### src/logic/tetris_defines.svh
`ifndef TETRIS_DEFINES_SVH
`define TETRIS_DEFINES_SVH

// UART bit time in clocks
`define CLKS_PER_BIT 16

// Stable samples before a button level changes
`define DEBOUNCE_CYCLES 8

// Round timing
`define SEC_TICK 200
`define COUNT_SEC 60
`define DOWN_TICK 4000
`define DOWN_STEP 200
`define OVER_TICK 50

// Command queue and engine timing
`define QSIZE 4
`define MOVE_CYCLES 3

// Board geometry
`define BOARD_COLS 10
`define BOARD_ROWS 20
`define SPAWN_COL 4
`define MAX_PIECES 8

`endif

### src/logic/tetris_pkg.sv
`default_nettype none

package tetris_pkg;

  // Engine state as seen by the controller
  typedef enum logic [1:0] {
    IDLE,
    WAIT,
    BUSY,
    END
  } game_state_t;

  // Commands carried from the controller queue to the engine
  typedef enum logic [3:0] {
    NONE,
    INIT,
    END_GAME,
    LEFT,
    RIGHT,
    DOWN,
    ROTATE,
    ROTATE_REV,
    DROP,
    HOLD
  } command_t;

endpackage

`default_nettype wire

### src/logic/debouncer.sv
`default_nettype none

`include "tetris_defines.svh"

module debouncer (
  input  logic clk,
  input  logic reset_n,
  input  logic in,
  output logic out
);

  localparam int CNT_W = $clog2(`DEBOUNCE_CYCLES);

  logic [1:0]       in_sync;
  logic [CNT_W-1:0] cnt;

  always_ff @(posedge clk) begin
    if (!reset_n) begin
      in_sync <= 2'b00;
      cnt     <= '0;
      out     <= 1'b0;
    end else begin
      in_sync <= {in_sync[0], in};
      if (in_sync[1] == out) begin
        cnt <= '0;
      end else if (cnt == CNT_W'(`DEBOUNCE_CYCLES - 1)) begin
        // Enough agreeing samples, take the new level
        cnt <= '0;
        out <= in_sync[1];
      end else begin
        cnt <= cnt + 1'b1;
      end
    end
  end

endmodule

`default_nettype wire

### src/logic/game_control.sv
`default_nettype none

`include "tetris_defines.svh"

module game_control (
  input  logic                   clk,
  input  logic                   reset_n,
  input  logic [3:0]             btn_level,
  input  logic [3:0]             sw,
  input  logic [7:0]             rx_byte,
  input  logic                   rx_valid,
  input  tetris_pkg::game_state_t game_state,
  input  logic [3:0]             score,
  output tetris_pkg::command_t   command,
  output logic                   start,
  output logic                   over,
  output logic [5:0]             count_down
);

  localparam int SEC_W  = $clog2(`SEC_TICK);
  localparam int DOWN_W = $clog2(`DOWN_TICK + 1) + 1;
  localparam int OVER_W = $clog2(`OVER_TICK + 1);
  localparam int QIDX_W = $clog2(`QSIZE);

  logic [3:0]           btn_prev;
  logic [3:0]           btn_press;
  logic [3:0]           sw_q;
  logic [3:0]           sw_prev;
  logic [3:0]           sw_change;
  logic                 any_press;
  logic                 during;
  logic [SEC_W-1:0]     sec_cnt;
  logic [DOWN_W-1:0]    down_cnt;
  logic [DOWN_W-1:0]    down_tick;
  logic                 grav_fire;
  logic [OVER_W-1:0]    over_cnt;
  logic                 over_done;
  logic [7:0]           p_rx_byte;
  logic [7:0]           pp_rx_byte;
  logic                 arrow_prefix;
  tetris_pkg::command_t next_cmd;

  tetris_pkg::command_t queue [`QSIZE];
  logic [QIDX_W:0]      q_cnt;
  logic [QIDX_W-1:0]    wr_idx;
  logic                 q_full;
  logic                 pop;
  logic                 push_ok;

  // Edge detect on buttons, any level change on switches
  always_ff @(posedge clk) begin
    btn_prev <= btn_level;
    sw_q     <= sw;
    sw_prev  <= sw_q;
  end

  assign btn_press = btn_level & ~btn_prev;
  assign sw_change = sw_q ^ sw_prev;
  assign any_press = rx_valid | (|btn_press) | (|sw_change);

  assign over   = start && (count_down == 6'd0 || game_state == tetris_pkg::END);
  assign during = start && !over;

  always_ff @(posedge clk) begin
    if (!reset_n) begin
      start <= 1'b0;
    end else if (push_ok && next_cmd == tetris_pkg::INIT) begin
      start <= 1'b1;
    end else if (push_ok && next_cmd == tetris_pkg::END_GAME) begin
      start <= 1'b0;
    end
  end

  always_ff @(posedge clk) begin
    if (!reset_n || !during) begin
      sec_cnt <= '0;
    end else if (sec_cnt == SEC_W'(`SEC_TICK - 1)) begin
      sec_cnt <= '0;
    end else begin
      sec_cnt <= sec_cnt + 1'b1;
    end
  end

  always_ff @(posedge clk) begin
    if (!reset_n || !start) begin
      count_down <= 6'(`COUNT_SEC);
    end else if (during && sec_cnt == SEC_W'(`SEC_TICK - 1)) begin
      count_down <= count_down - 1'b1;
    end
  end

  // Gravity speeds up with score
  assign down_tick = DOWN_W'(`DOWN_TICK - score * `DOWN_STEP);
  assign grav_fire = down_cnt >= down_tick;

  always_ff @(posedge clk) begin
    if (!reset_n || !during) begin
      down_cnt <= '0;
    end else if (next_cmd == tetris_pkg::DOWN) begin
      down_cnt <= '0;
    end else if (!grav_fire) begin
      down_cnt <= down_cnt + 1'b1;
    end
  end

  // Input lockout once the round is over
  always_ff @(posedge clk) begin
    if (!reset_n || !over) begin
      over_cnt <= '0;
    end else if (!over_done) begin
      over_cnt <= over_cnt + 1'b1;
    end
  end

  assign over_done = over_cnt == OVER_W'(`OVER_TICK);

  // Two-byte history for ESC [ x
  always_ff @(posedge clk) begin
    if (!reset_n) begin
      p_rx_byte  <= 8'h00;
      pp_rx_byte <= 8'h00;
    end else if (rx_valid) begin
      p_rx_byte  <= rx_byte;
      pp_rx_byte <= p_rx_byte;
    end
  end

  assign arrow_prefix = pp_rx_byte == 8'h1B && p_rx_byte == 8'h5B;

  // Later assignments take priority
  always_comb begin
    next_cmd = tetris_pkg::NONE;
    if (!during) begin
      if (any_press) begin
        if (!over) begin
          next_cmd = tetris_pkg::INIT;
        end else if (over_done) begin
          next_cmd = tetris_pkg::END_GAME;
        end
      end
    end else begin
      if (grav_fire) next_cmd = tetris_pkg::DOWN;
      if (btn_press[0]) next_cmd = tetris_pkg::RIGHT;
      if (btn_press[1]) next_cmd = tetris_pkg::DOWN;
      if (btn_press[2]) next_cmd = tetris_pkg::ROTATE;
      if (btn_press[3]) next_cmd = tetris_pkg::LEFT;
      if (sw_change[0]) next_cmd = tetris_pkg::DROP;
      if (sw_change[1]) next_cmd = tetris_pkg::HOLD;
      if (sw_change[2]) next_cmd = tetris_pkg::ROTATE_REV;
      if (rx_valid) begin
        case (rx_byte)
          "A", "a":      next_cmd = tetris_pkg::LEFT;
          "D", "d":      next_cmd = tetris_pkg::RIGHT;
          "S", "s":      next_cmd = tetris_pkg::DOWN;
          "W", "w", " ": next_cmd = tetris_pkg::DROP;
          "C", "c":      next_cmd = tetris_pkg::HOLD;
          "X", "x":      next_cmd = tetris_pkg::ROTATE;
          "Z", "z":      next_cmd = tetris_pkg::ROTATE_REV;
          default: ;
        endcase
        if (arrow_prefix) begin
          case (rx_byte)
            8'h41:   next_cmd = tetris_pkg::ROTATE;
            8'h42:   next_cmd = tetris_pkg::DOWN;
            8'h43:   next_cmd = tetris_pkg::RIGHT;
            8'h44:   next_cmd = tetris_pkg::LEFT;
            default: ;
          endcase
        end
      end
    end
  end

  // Shift-register FIFO, head at slot 0, unused slots hold NONE
  assign command = queue[0];
  assign pop     = game_state != tetris_pkg::BUSY && queue[0] != tetris_pkg::NONE;
  assign q_full  = q_cnt == (QIDX_W + 1)'(`QSIZE);
  assign push_ok = next_cmd != tetris_pkg::NONE && (pop || !q_full);
  assign wr_idx  = pop ? QIDX_W'(q_cnt - 1'b1) : QIDX_W'(q_cnt);

  always_ff @(posedge clk) begin
    if (!reset_n) begin
      q_cnt <= '0;
      for (int i = 0; i < `QSIZE; i++) begin
        queue[i] <= tetris_pkg::NONE;
      end
    end else begin
      if (pop) begin
        for (int i = 0; i < `QSIZE - 1; i++) begin
          queue[i] <= queue[i+1];
        end
        queue[`QSIZE-1] <= tetris_pkg::NONE;
      end
      if (push_ok) begin
        queue[wr_idx] <= next_cmd;
      end
      if (push_ok && !pop) begin
        q_cnt <= q_cnt + 1'b1;
      end else if (pop && !push_ok) begin
        q_cnt <= q_cnt - 1'b1;
      end
    end
  end

endmodule

`default_nettype wire

### src/logic/piece_engine.sv
`default_nettype none

`include "tetris_defines.svh"

module piece_engine (
  input  logic                    clk,
  input  logic                    reset_n,
  input  tetris_pkg::command_t    command,
  output tetris_pkg::game_state_t game_state,
  output logic [3:0]              piece_col,
  output logic [4:0]              piece_row,
  output logic [1:0]              piece_rot,
  output logic                    held,
  output logic [3:0]              score
);

  localparam int BUSY_W = $clog2(`MOVE_CYCLES + 1);

  logic              accept;
  logic [BUSY_W-1:0] busy_cnt;
  logic              end_pending;

  // Anything but NONE is consumed outside BUSY
  assign accept = game_state != tetris_pkg::BUSY && command != tetris_pkg::NONE;

  always_ff @(posedge clk) begin
    if (!reset_n) begin
      game_state  <= tetris_pkg::IDLE;
      busy_cnt    <= '0;
      end_pending <= 1'b0;
      piece_col   <= 4'(`SPAWN_COL);
      piece_row   <= '0;
      piece_rot   <= '0;
      held        <= 1'b0;
      score       <= '0;
    end else if (game_state == tetris_pkg::BUSY) begin
      if (busy_cnt == '0) begin
        game_state <= end_pending ? tetris_pkg::END : tetris_pkg::WAIT;
      end else begin
        busy_cnt <= busy_cnt - 1'b1;
      end
    end else if (accept) begin
      if (command == tetris_pkg::END_GAME) begin
        game_state  <= tetris_pkg::IDLE;
        end_pending <= 1'b0;
      end else if (game_state == tetris_pkg::IDLE && command == tetris_pkg::INIT) begin
        game_state  <= tetris_pkg::BUSY;
        busy_cnt    <= BUSY_W'(`MOVE_CYCLES - 1);
        end_pending <= 1'b0;
        piece_col   <= 4'(`SPAWN_COL);
        piece_row   <= '0;
        piece_rot   <= '0;
        held        <= 1'b0;
        score       <= '0;
      end else if (game_state == tetris_pkg::WAIT && command != tetris_pkg::INIT) begin
        game_state <= tetris_pkg::BUSY;
        busy_cnt   <= BUSY_W'(`MOVE_CYCLES - 1);
        case (command)
          tetris_pkg::LEFT: begin
            if (piece_col != 4'd0) begin
              piece_col <= piece_col - 1'b1;
            end
          end
          tetris_pkg::RIGHT: begin
            if (piece_col != 4'(`BOARD_COLS - 1)) begin
              piece_col <= piece_col + 1'b1;
            end
          end
          tetris_pkg::ROTATE:     piece_rot <= piece_rot + 1'b1;
          tetris_pkg::ROTATE_REV: piece_rot <= piece_rot - 1'b1;
          tetris_pkg::HOLD: begin
            held      <= ~held;
            piece_col <= 4'(`SPAWN_COL);
            piece_row <= '0;
            piece_rot <= '0;
          end
          tetris_pkg::DOWN, tetris_pkg::DROP: begin
            if (command == tetris_pkg::DOWN && piece_row != 5'(`BOARD_ROWS - 1)) begin
              piece_row <= piece_row + 1'b1;
            end else begin
              // Lock and spawn the next piece
              score     <= score + 1'b1;
              piece_col <= 4'(`SPAWN_COL);
              piece_row <= '0;
              piece_rot <= '0;
              if (score == 4'(`MAX_PIECES - 1)) begin
                end_pending <= 1'b1;
              end
            end
          end
          default: ;
        endcase
      end
    end
  end

endmodule

`default_nettype wire

### src/logic/tetris_input_top.sv
`default_nettype none

module tetris_input_top (
  input  logic                    clk,
  input  logic                    reset_n,
  input  logic [3:0]              usr_btn,
  input  logic [3:0]              usr_sw,
  input  logic                    uart_rx,
  output logic                    start,
  output logic                    over,
  output logic [5:0]              count_down,
  output tetris_pkg::game_state_t game_state,
  output logic [3:0]              piece_col,
  output logic [4:0]              piece_row,
  output logic [1:0]              piece_rot,
  output logic                    held,
  output logic [3:0]              score
);

  logic [7:0]           rx_byte;
  logic                 rx_valid;
  logic [3:0]           btn_level;
  tetris_pkg::command_t command;

  uart_rx u_rx (
    .clk     (clk),
    .reset_n (reset_n),
    .rx      (uart_rx),
    .rx_byte (rx_byte),
    .rx_valid(rx_valid)
  );

  for (genvar gi = 0; gi < 4; gi++) begin : g_btn
    debouncer u_debouncer (
      .clk    (clk),
      .reset_n(reset_n),
      .in     (usr_btn[gi]),
      .out    (btn_level[gi])
    );
  end

  game_control u_control (
    .clk       (clk),
    .reset_n   (reset_n),
    .btn_level (btn_level),
    .sw        (usr_sw),
    .rx_byte   (rx_byte),
    .rx_valid  (rx_valid),
    .game_state(game_state),
    .score     (score),
    .command   (command),
    .start     (start),
    .over      (over),
    .count_down(count_down)
  );

  piece_engine u_engine (
    .clk       (clk),
    .reset_n   (reset_n),
    .command   (command),
    .game_state(game_state),
    .piece_col (piece_col),
    .piece_row (piece_row),
    .piece_rot (piece_rot),
    .held      (held),
    .score     (score)
  );

endmodule

`default_nettype wire

### src/logic/uart_rx.sv
`default_nettype none

`include "tetris_defines.svh"

module uart_rx (
  input  logic       clk,
  input  logic       reset_n,
  input  logic       rx,
  output logic [7:0] rx_byte,
  output logic       rx_valid
);

  localparam int CNT_W = $clog2(`CLKS_PER_BIT);

  typedef enum logic [1:0] {
    RX_IDLE,
    RX_START,
    RX_DATA,
    RX_STOP
  } rx_state_t;

  rx_state_t        state;
  logic [1:0]       rx_sync;
  logic             rx_s;
  logic [CNT_W-1:0] clk_cnt;
  logic [2:0]       bit_idx;
  logic [7:0]       shift;

  // Line idles high
  always_ff @(posedge clk) begin
    if (!reset_n) begin
      rx_sync <= 2'b11;
    end else begin
      rx_sync <= {rx_sync[0], rx};
    end
  end

  assign rx_s = rx_sync[1];

  always_ff @(posedge clk) begin
    if (!reset_n) begin
      state    <= RX_IDLE;
      clk_cnt  <= '0;
      bit_idx  <= '0;
      rx_valid <= 1'b0;
    end else begin
      rx_valid <= 1'b0;
      case (state)
        RX_IDLE: begin
          clk_cnt <= '0;
          if (!rx_s) begin
            state <= RX_START;
          end
        end
        RX_START: begin
          // Recheck at mid start bit to reject glitches
          if (clk_cnt == CNT_W'(`CLKS_PER_BIT / 2 - 1)) begin
            clk_cnt <= '0;
            bit_idx <= '0;
            state   <= rx_s ? RX_IDLE : RX_DATA;
          end else begin
            clk_cnt <= clk_cnt + 1'b1;
          end
        end
        RX_DATA: begin
          if (clk_cnt == CNT_W'(`CLKS_PER_BIT - 1)) begin
            clk_cnt <= '0;
            shift   <= {rx_s, shift[7:1]};
            bit_idx <= bit_idx + 1'b1;
            if (bit_idx == 3'd7) begin
              state <= RX_STOP;
            end
          end else begin
            clk_cnt <= clk_cnt + 1'b1;
          end
        end
        RX_STOP: begin
          if (clk_cnt == CNT_W'(`CLKS_PER_BIT - 1)) begin
            state <= RX_IDLE;
            // Framing error drops the byte
            if (rx_s) begin
              rx_byte  <= shift;
              rx_valid <= 1'b1;
            end
          end else begin
            clk_cnt <= clk_cnt + 1'b1;
          end
        end
        default: state <= RX_IDLE;
      endcase
    end
  end

endmodule

`default_nettype wire

### config.mk
export PLATFORM = sky130hd
export DESIGN_NAME = tetris_input_top
export DESIGN_NICKNAME = d
export VERILOG_FILES = /design/src/logic/tetris_pkg.sv /design/src/logic/debouncer.sv /design/src/logic/game_control.sv /design/src/logic/piece_engine.sv /design/src/logic/tetris_input_top.sv /design/src/logic/uart_rx.sv
export VERILOG_INCLUDE_DIRS = /design/src /design/src/logic
export SDC_FILE = /design/constraint.sdc
export NUM_CORES = 1
export LEC_CHECK = 0
export BUFFER_PORTS_ARGS = -buffer_cell sky130_fd_sc_hd__clkbuf_2
export CAP_MARGIN = 30
export CORE_ASPECT_RATIO = 0.6
export CORE_UTILIZATION = 56
export CTS_BUF_LIST = sky130_fd_sc_hd__clkbuf_16
export DETAILED_ROUTE_END_ITERATION = 6
export GPL_ROUTABILITY_DRIVEN = 0
export HOLD_SLACK_MARGIN = 0.12
export MAX_ROUTING_LAYER = met4
export PLACE_DENSITY_LB_ADDON = 0.12
export REMOVE_ABC_BUFFERS = 1
export SYNTH_ARGS = -nofsm -noshare
export SYNTH_HDL_FRONTEND = slang
export SYNTH_SLANG_ARGS = --single-unit
### constraint.sdc
create_clock -name clk -period 5.2 [get_ports clk]
set_input_delay 1.04 -clock clk [delete_from_list [all_inputs] [get_ports clk]]
set_output_delay 1.04 -clock clk [all_outputs]
set_load 0.005 [all_outputs]
==> out/metrics.cfg, run 1 <==
[final_layout]
regArea_um2=3400
layout-drive-gt1-share_pct=9.83
largest_register_ffs=16
multi_input_comb_area_um2=4260
diodes=0
reg_top3=u_control.queue (16), u_control.down_cnt (13), g_btn.u_debouncer.cnt (12)
syn_to_final_growth_pct=11.6
fill_cells=1144
num-nets-final=937
layout_commonest_cell=dfxtp_1
final_util_pct=64.4
regMostFlops=u_control.queue
mostFrequentLayoutCells=121 x dfxtp_1, 86 x nor2_1, 53 x ha_1

[cts]
cts_buffers=17
cts_resized=0
ctsHoldBuffers=0
htreeDepth=4
clock-sinks=154
clk_latency_ns=0.42
clockBufferDepth=2
postCtsSetupRepairBufs=0
clkTransAtPathRegs_ns=0.06
cts_root_buffer=clkbuf_16
cts_tree=done

[setup_path]
crit_top_cell=ha_1
worstPathCellList=inv_1, ha_1, ha_1, ha_1, a21oi_1, inv_1, a31oi_1, xor2_1, xnor2_1, ha_1, a21o_1, a21oi_1, nor2b_1, a311o_1, o22a_1, nor2_1, and2_2, nor2b_1, ha_1, or3_1, a21oi_1
required_ns=5.53
critical_path_depth=21
cp_top_family=compound AO/OA/AOI/OAI gates
worstSetupEndpointType=register
start_kind=register
slowest_stage=or3_1
critical_path_class=register to register
max_stage_delay_ns=0.39
worstRegToRegCells=21
crit_fanout=6
rrSetupSlack_ns=0.33
worstPathArrival_ns=5.20
path_buf_inv=2

[synth]
yosys-top-cells-area=dfxtp_1 31%, edfxtp_1 12%, ha_1 8.4%
yosys_warnings=0
syn_area_um2=7930
synthMuxAreaShare_pct=3.57
avgSynthCellArea_um2=9.42
yosysSeqAreaShare_pct=42.9
synth_top_area_cell=dfxtp_1
synth_fa_ha_area_share_pct=8.74
synth_compound_area_share_pct=12.1
yosys.area_share.xor_xnor_pct=6.85
ys.flop_type=dfxtp_1
synth_top_cell_area_share_pct=30.8
async_reset_ff_share_pct=0
synthSimpleGateAreaFrac_pct=22.5
synth_cell_types=80
ys_ff_latch=154
synth_top_family_by_area=simple AND/OR/NAND/NOR gates
synth-edff-count=32
syn_inst=842

[routing]
first_iter_violations=355
vias_per_cell=5.70
vias=6144
ant_nets=0
drtPass1Iterations=5
finalWirelength_um=17100
drc=0
wire_per_inst_um=15.9

[timing]
tightest_slew_ns=0.778
maxSlewViolCount=0
min_period_over_period_pct=93.6
rsz0062_at_grt=false
slew_headroom_pct=47.6
hold_violations=0
setup_tns_ns=0
clock.fmax_mhz=206
min_period_ns=4.87
setup_violations=0
skew_ns=0.0114

[power_and_ir_drop]
p_comb_share_pct=23.8
peakVddDrop_mv=0.219
power_density_nw_per_um2=393
sequentialPowerShare_pct=41.5
p_int_mw=2.35
power.switching_mw=1.12
leakage_nw=3.38
p_sw_share_pct=32.3
p_clk_share_pct=34.7

[floorplan]
initial_core_util_pct=57.7
die_x_um=156
dieArea_um2=14700
rows=33
boundaryPins=37
die_height_um=94.2
core_area_um2=13700

[grt]
grt_pass1_wl_um=28600
grt-ovfl-total=0
grt_pass1_vias=5859
antenna_found_initial=0
grt_usage_pct=25.6
grt_start_max_net_pins=46

[place]
io_buffers=36
dp_hpwl_um=12500

[worst_hold_path]
hp-class=register to register
whs_path_depth=0

[run_status]
status=finished clean

[run]
drv_cap=0

==> Yosys cell counts (all sizes together), types with 5 or more instances <==
cell type and count:
a21o 7, a211oi 5, buf 7, edfxtp 32, xor2 26, nand3 26
nor4 7, nor2 86, clkbuf 24, nand4 11, and3 14, mux2i 26
ha 53, nand2 48, inv 35, or3 11, nor2b 33, xnor2 36
a21oi 34, dfxtp 122, a31oi 9, o22ai 11, nand2b 18, nor3b 10
a21boi 5, nor3 26, o21ai 33, and2 24
==> stage by stage <==
stage	setup slack [ns]	total power, mW	std cells	area (um2)	hold WS (ns)
detailed placement	0.266	2.28	1045	8260	0.364
global placement	0.536	2.23	1045	8260	0.357
CTS	0.214	3.49	1077	8850	0.373
finish	0.335	3.48	1077	8850	0.371
floorplan	0.443	2.03	811	7800	0.349
global route	0.0182	3.67	1077	8850	0.376
==> area by class of cell <==
type / count / share of cell area [%]
clock buffer: 20 / 5.65
clock inverter: 12 / 0.975
inverter: 36 / 1.53
multi-input combinational: 621 / 48.1
sequential: 154 / 38.5
tap: 192 / 2.71
timing repair buffer: 42 / 2.54
==> per-layer routing <==
metal	vias up	track usage (%)	share of wire, %
li1	3055	-	-
met1	2915	35.3	50
met2	152	37.9	43
met3	22	4.98	5.3
met4	0	8.01	1.5
met5	-	-	0
==> final timing paths <==
path                                   startpoint              endpoint
worst max-delay path            u_engine.score[1]    u_control.q_cnt[2]
worst min-delay path            u_control.sw_q[3]  u_control.sw_prev[3]
worst max register to register  u_engine.score[1]    u_control.q_cnt[2]
worst min register to register  u_control.sw_q[3]  u_control.sw_prev[3]
==> power groups by stage <==
stage          logic [mW]  clock network [mW]  registers (mW)
2_1_floorplan       0.600                   0            1.43
3_3_place_gp        0.775                   0            1.46
3_5_place_dp        0.810                   0            1.47
4_1_cts             0.813                1.23            1.44
5_1_grt             0.923                1.29            1.45
6_report            0.827                1.21            1.44
==> logic make-up after synthesis <==
logic type / after synthesis
AO/OA/AOI/OAI: 141
XOR/XNOR: 62
adder cells (fa/ha/maj): 55
buffers and inverters: 67
flip-flops: 154
multiplexers: 28
AND/OR/NAND/NOR: 335
Note: power is estimated with default switching activity, not from simulation.
==> run 2, diff against run 1 <==
--- a/config.mk
+++ b/config.mk
@@ -6,10 +6,11 @@
 export SDC_FILE = /design/constraint.sdc
 export NUM_CORES = 1
 export LEC_CHECK = 0
+export ABC_AREA = 1
 export BUFFER_PORTS_ARGS = -buffer_cell sky130_fd_sc_hd__clkbuf_2
 export CAP_MARGIN = 30
 export CORE_ASPECT_RATIO = 0.6
-export CORE_UTILIZATION = 56
+export CORE_UTILIZATION = 25
 export CTS_BUF_LIST = sky130_fd_sc_hd__clkbuf_16
 export DETAILED_ROUTE_END_ITERATION = 6
 export GPL_ROUTABILITY_DRIVEN = 0
==> run 2 against run 1 <==
Effect of this change: sequential share of layout area shrank 1.5 points; utilization decreased by 35 points; sequential power is essentially flat; via count up 1.7%; worst setup slack improved by 0.36 ns; largest cell class unchanged; largest power group unchanged.
==> out/metrics.cfg, run 2 <==
[synth]
yosys_warnings=0  ; unchanged
synth_top_area_cell=dfxtp_1  ; unchanged
avgSynthCellArea_um2=7.85  ; was 9.42 um2
async_reset_ff_share_pct=0  ; unchanged
synth_common_cells=166 x nand2_1, 152 x inv_1, 144 x nor2_1  ; was 122 x dfxtp_1, 86 x nor2_1, 53 x ha_1
synth_cell_types=48  ; was 80
synth_top_cell_area_share_pct=30.7  ; was 30.8%
synth.most_common_cell=nand2_1  ; was dfxtp_1
syn_area_um2=7960  ; was 7930 um2
synth-edff-count=32  ; unchanged
ys_ff_latch=154  ; unchanged
syn_inst=1014  ; was 842
ys.flop_type=dfxtp_1  ; unchanged
yosys-top-cells-area=dfxtp_1 31%, edfxtp_1 12%, ha_1 8.3%  ; was dfxtp_1 31%, edfxtp_1 12%, ha_1 8.4%
yosysSeqAreaShare_pct=42.8  ; was 42.9%

[timing]
min_period_over_period_pct=86.7  ; was 93.6%
layout_setup_ws_ns=0.690  ; was 0.335 ns
setup_violations=0  ; unchanged
rsz0062_at_grt=false  ; unchanged
setup_tns_ns=0  ; unchanged
slew_headroom_pct=55.3  ; was 47.6%
skew_ns=0.00904  ; was 0.0114 ns
hold_violations=0  ; unchanged
min_period_ns=4.51  ; was 4.87 ns
maxSlewViolCount=0  ; unchanged
tightest_slew_ns=0.666  ; was 0.778 ns
clock.fmax_mhz=222  ; was 206 MHz

[power_and_ir_drop]
p_sw_share_pct=36.2  ; was 32.3%
peakVddDrop_mv=0.269  ; was 0.219 mV
p_clk_share_pct=33.9  ; was 34.7%
leakage_nw=4.04  ; was 3.38 nW
p_comb_share_pct=27.4  ; was 23.8%
sequentialPowerShare_pct=38.6  ; was 41.5%
p_int_mw=2.35  ; about the same
power_density_nw_per_um2=400  ; was 393 nW/um2
power.switching_mw=1.33  ; was 1.12 mW

[setup_path]
worstSetupEndpointType=register  ; unchanged
r2r-start=u_engine.score[0]  ; was u_engine.score[1]
required_ns=5.52  ; was 5.53 ns
worstPathArrival_ns=4.83  ; was 5.20 ns
critical_path_class=register to register  ; unchanged
r2r-end=u_control.q_cnt[2]  ; unchanged
rrSetupSlack_ns=0.69  ; was 0.33 ns
worstRegToRegCells=25  ; was 21
crit_fanout=6  ; unchanged
start_kind=register  ; unchanged

[place]
dp_hpwl_um=13500  ; was 12500 um
io_buffers=36  ; unchanged
preCtsSetupSlack_ns=0.678  ; was 0.266 ns

[cts]
htreeDepth=4  ; unchanged
postCtsSetupRepairBufs=0  ; unchanged
cts_buffers=17  ; unchanged
clockBufferDepth=2  ; unchanged
clock-sinks=154  ; unchanged
clk_latency_ns=0.44  ; was 0.42 ns
ctsHoldBuffers=0  ; unchanged
cts_root_buffer=clkbuf_16  ; unchanged
cts_tree=done  ; unchanged
cts_resized=0  ; unchanged
clkTransAtPathRegs_ns=0.07  ; was 0.06 ns

[final_layout]
syn_to_final_growth_pct=15.7  ; was 11.6%
mostFrequentLayoutCells=166 x nand2_1, 153 x inv_1, 144 x nor2_1  ; was 121 x dfxtp_1, 86 x nor2_1, 53 x ha_1
largest_register_ffs=16  ; unchanged
layout-drive-gt1-share_pct=11.9  ; was 9.83%
diodes=0  ; unchanged
num-nets-final=1126  ; was 937
layout_commonest_cell=nand2_1  ; was dfxtp_1
reg_top3=u_control.queue (16), u_control.down_cnt (13), g_btn.u_debouncer.cnt (12)  ; unchanged
regMostFlops=u_control.queue  ; unchanged

[grt]
grt-ovfl-total=0  ; unchanged
grt_pass1_vias=5752  ; was 5859
grt_usage_pct=12.1  ; was 25.6%
antenna_found_initial=0  ; unchanged
grt_start_max_net_pins=49  ; was 46
grt_pass1_wl_um=29700  ; was 28600 um

[routing]
top_layer=met4  ; unchanged
vias_per_cell=4.19  ; was 5.70
drtPass1Iterations=7  ; was 5
wire_per_inst_um=12.0  ; was 15.9 um
ant_nets=0  ; unchanged
finalWirelength_um=17900  ; was 17100 um
wl_met1_um=10500  ; was 8590 um
vias=6248  ; was 6144
wl_met2_um=6530  ; was 7320 um
wl_met3_um=696  ; was 908 um
first_iter_violations=436  ; was 355
drc=0  ; unchanged

[floorplan]
dieArea_um2=32600  ; was 14700 um2
die_height_um=140  ; was 94.2 um
initial_core_util_pct=25.5  ; was 57.7%
rows=50  ; was 33
die_x_um=232  ; was 156 um
core_area_um2=31200  ; was 13700 um2
boundaryPins=37  ; unchanged

[worst_hold_path]
whs_path_depth=0  ; unchanged
min_from=u_control.sw_q[3]  ; unchanged
hp-class=register to register  ; unchanged
hold_end=u_control.sw_prev[3]  ; unchanged

[run]
drv_cap=0  ; unchanged

[run_status]
status=finished clean  ; unchanged

[run 2: cell types whose count changed after synthesis, sizes merged, moves of 18 or more]
cell / previous run / this run
and2: 24 / 1
a21oi: 34 / 59
inv: 35 / 161
nor2: 86 / 165
nand3: 26 / 48
nand2: 48 / 172
nand2b: 18 / 0
mux2i: 26 / 1
o21ai: 33 / 57
nor2b: 33 / 0
xnor2: 36 / 17
[run 2: through the flow]
stage          hold slack [ns]  power, mW  cells  utilization [%]  cell area, um2
2_1_floorplan            0.349       2.18   1000                -            7880
3_3_place_gp             0.364       2.47   1455             27.6            8600
3_5_place_dp             0.368       2.46   1458             27.6            8620
4_1_cts                  0.378       3.74   1490             29.5            9210
5_1_grt                  0.388       3.96   1490             29.5            9210
6_report                 0.376       3.68   1490             29.5            9210
[run 2: layout make-up]
| class | instances | area [um2] |
|---|---|---|
| fill | 3372 | 22000 |
| multi-input combinational | 685 | 3870 |
| sequential | 154 | 3400 |
| inverter | 161 | 604 |
| tap | 416 | 520 |
| clock buffer | 17 | 425 |
| timing repair buffer | 42 | 225 |
| clock inverter | 15 | 156 |
[run 2: cells by family after synthesis]
kind of cell	after synthesis	synth area share (%)
buffers and inverters	175	8.61
and+or+nand+nor	452	25.9
adders and majority gates	54	8.58
xor gates and xnor gates	35	3.85
DFF	154	42.8
muxes	1	0.126
AOI/OAI and AO/OA	143	10.2
[run 2: power groups by stage]
stage	sequential, mW	clock, mW	combinational [mW]
2_1_floorplan	1.43	0	0.748
3_3_place_gp	1.45	0	1.02
3_5_place_dp	1.45	0	1.01
4_1_cts	1.42	1.30	1.02
5_1_grt	1.44	1.36	1.16
6_report	1.42	1.25	1.01
[run 2: worst max path at each step]
| stage | end | slack, ns | depth (start not counted) | start |
|---|---|---|---|---|
| final | u_control.q_cnt[2] | 0.69 | 25 | u_engine.score[0] |
| after global routing | u_control.q_cnt[2] | 0.1 | 26 | u_engine.score[1] |
| after floorplan | u_control.q_cnt[2] | 1.20 | 26 | u_engine.score[2] |
| after global placement | u_control.q_cnt[2] | 0.76 | 25 | u_engine.score[0] |
| after CTS | u_control.q_cnt[2] | 0.67 | 25 | u_engine.score[0] |
| after detailed placement | u_control.q_cnt[2] | 0.68 | 25 | u_engine.score[0] |
[run 2: routing by layer]
metal  track usage, %  vias to the layer above
li1                 -                     3375
met1             18.1                     2781
met2             15.1                       81
met3             3.42                       11
met4             3.64                        0
met5                -                        -
[run 2: critical path, stage by stage (launching register included)]
cell,delay (ns)
dfxtp_1,0.44
inv_1,0.14
ha_1,0.34
ha_1,0.22
ha_1,0.17
inv_1,0.04
nand2_1,0.07
xnor2_1,0.18
nor3_1,0.27
nand3_1,0.13
ha_1,0.30
a21oi_1,0.15
o21ai_0,0.13
nor2_1,0.28
nand3_1,0.17
nand2_1,0.08
nand2_1,0.05
nand2_1,0.07
nand2_1,0.07
a21oi_2,0.20
a31oi_1,0.11
ha_1,0.34
nor2_1,0.11
o21ai_0,0.10
o21ai_0,0.15
a21oi_1,0.05
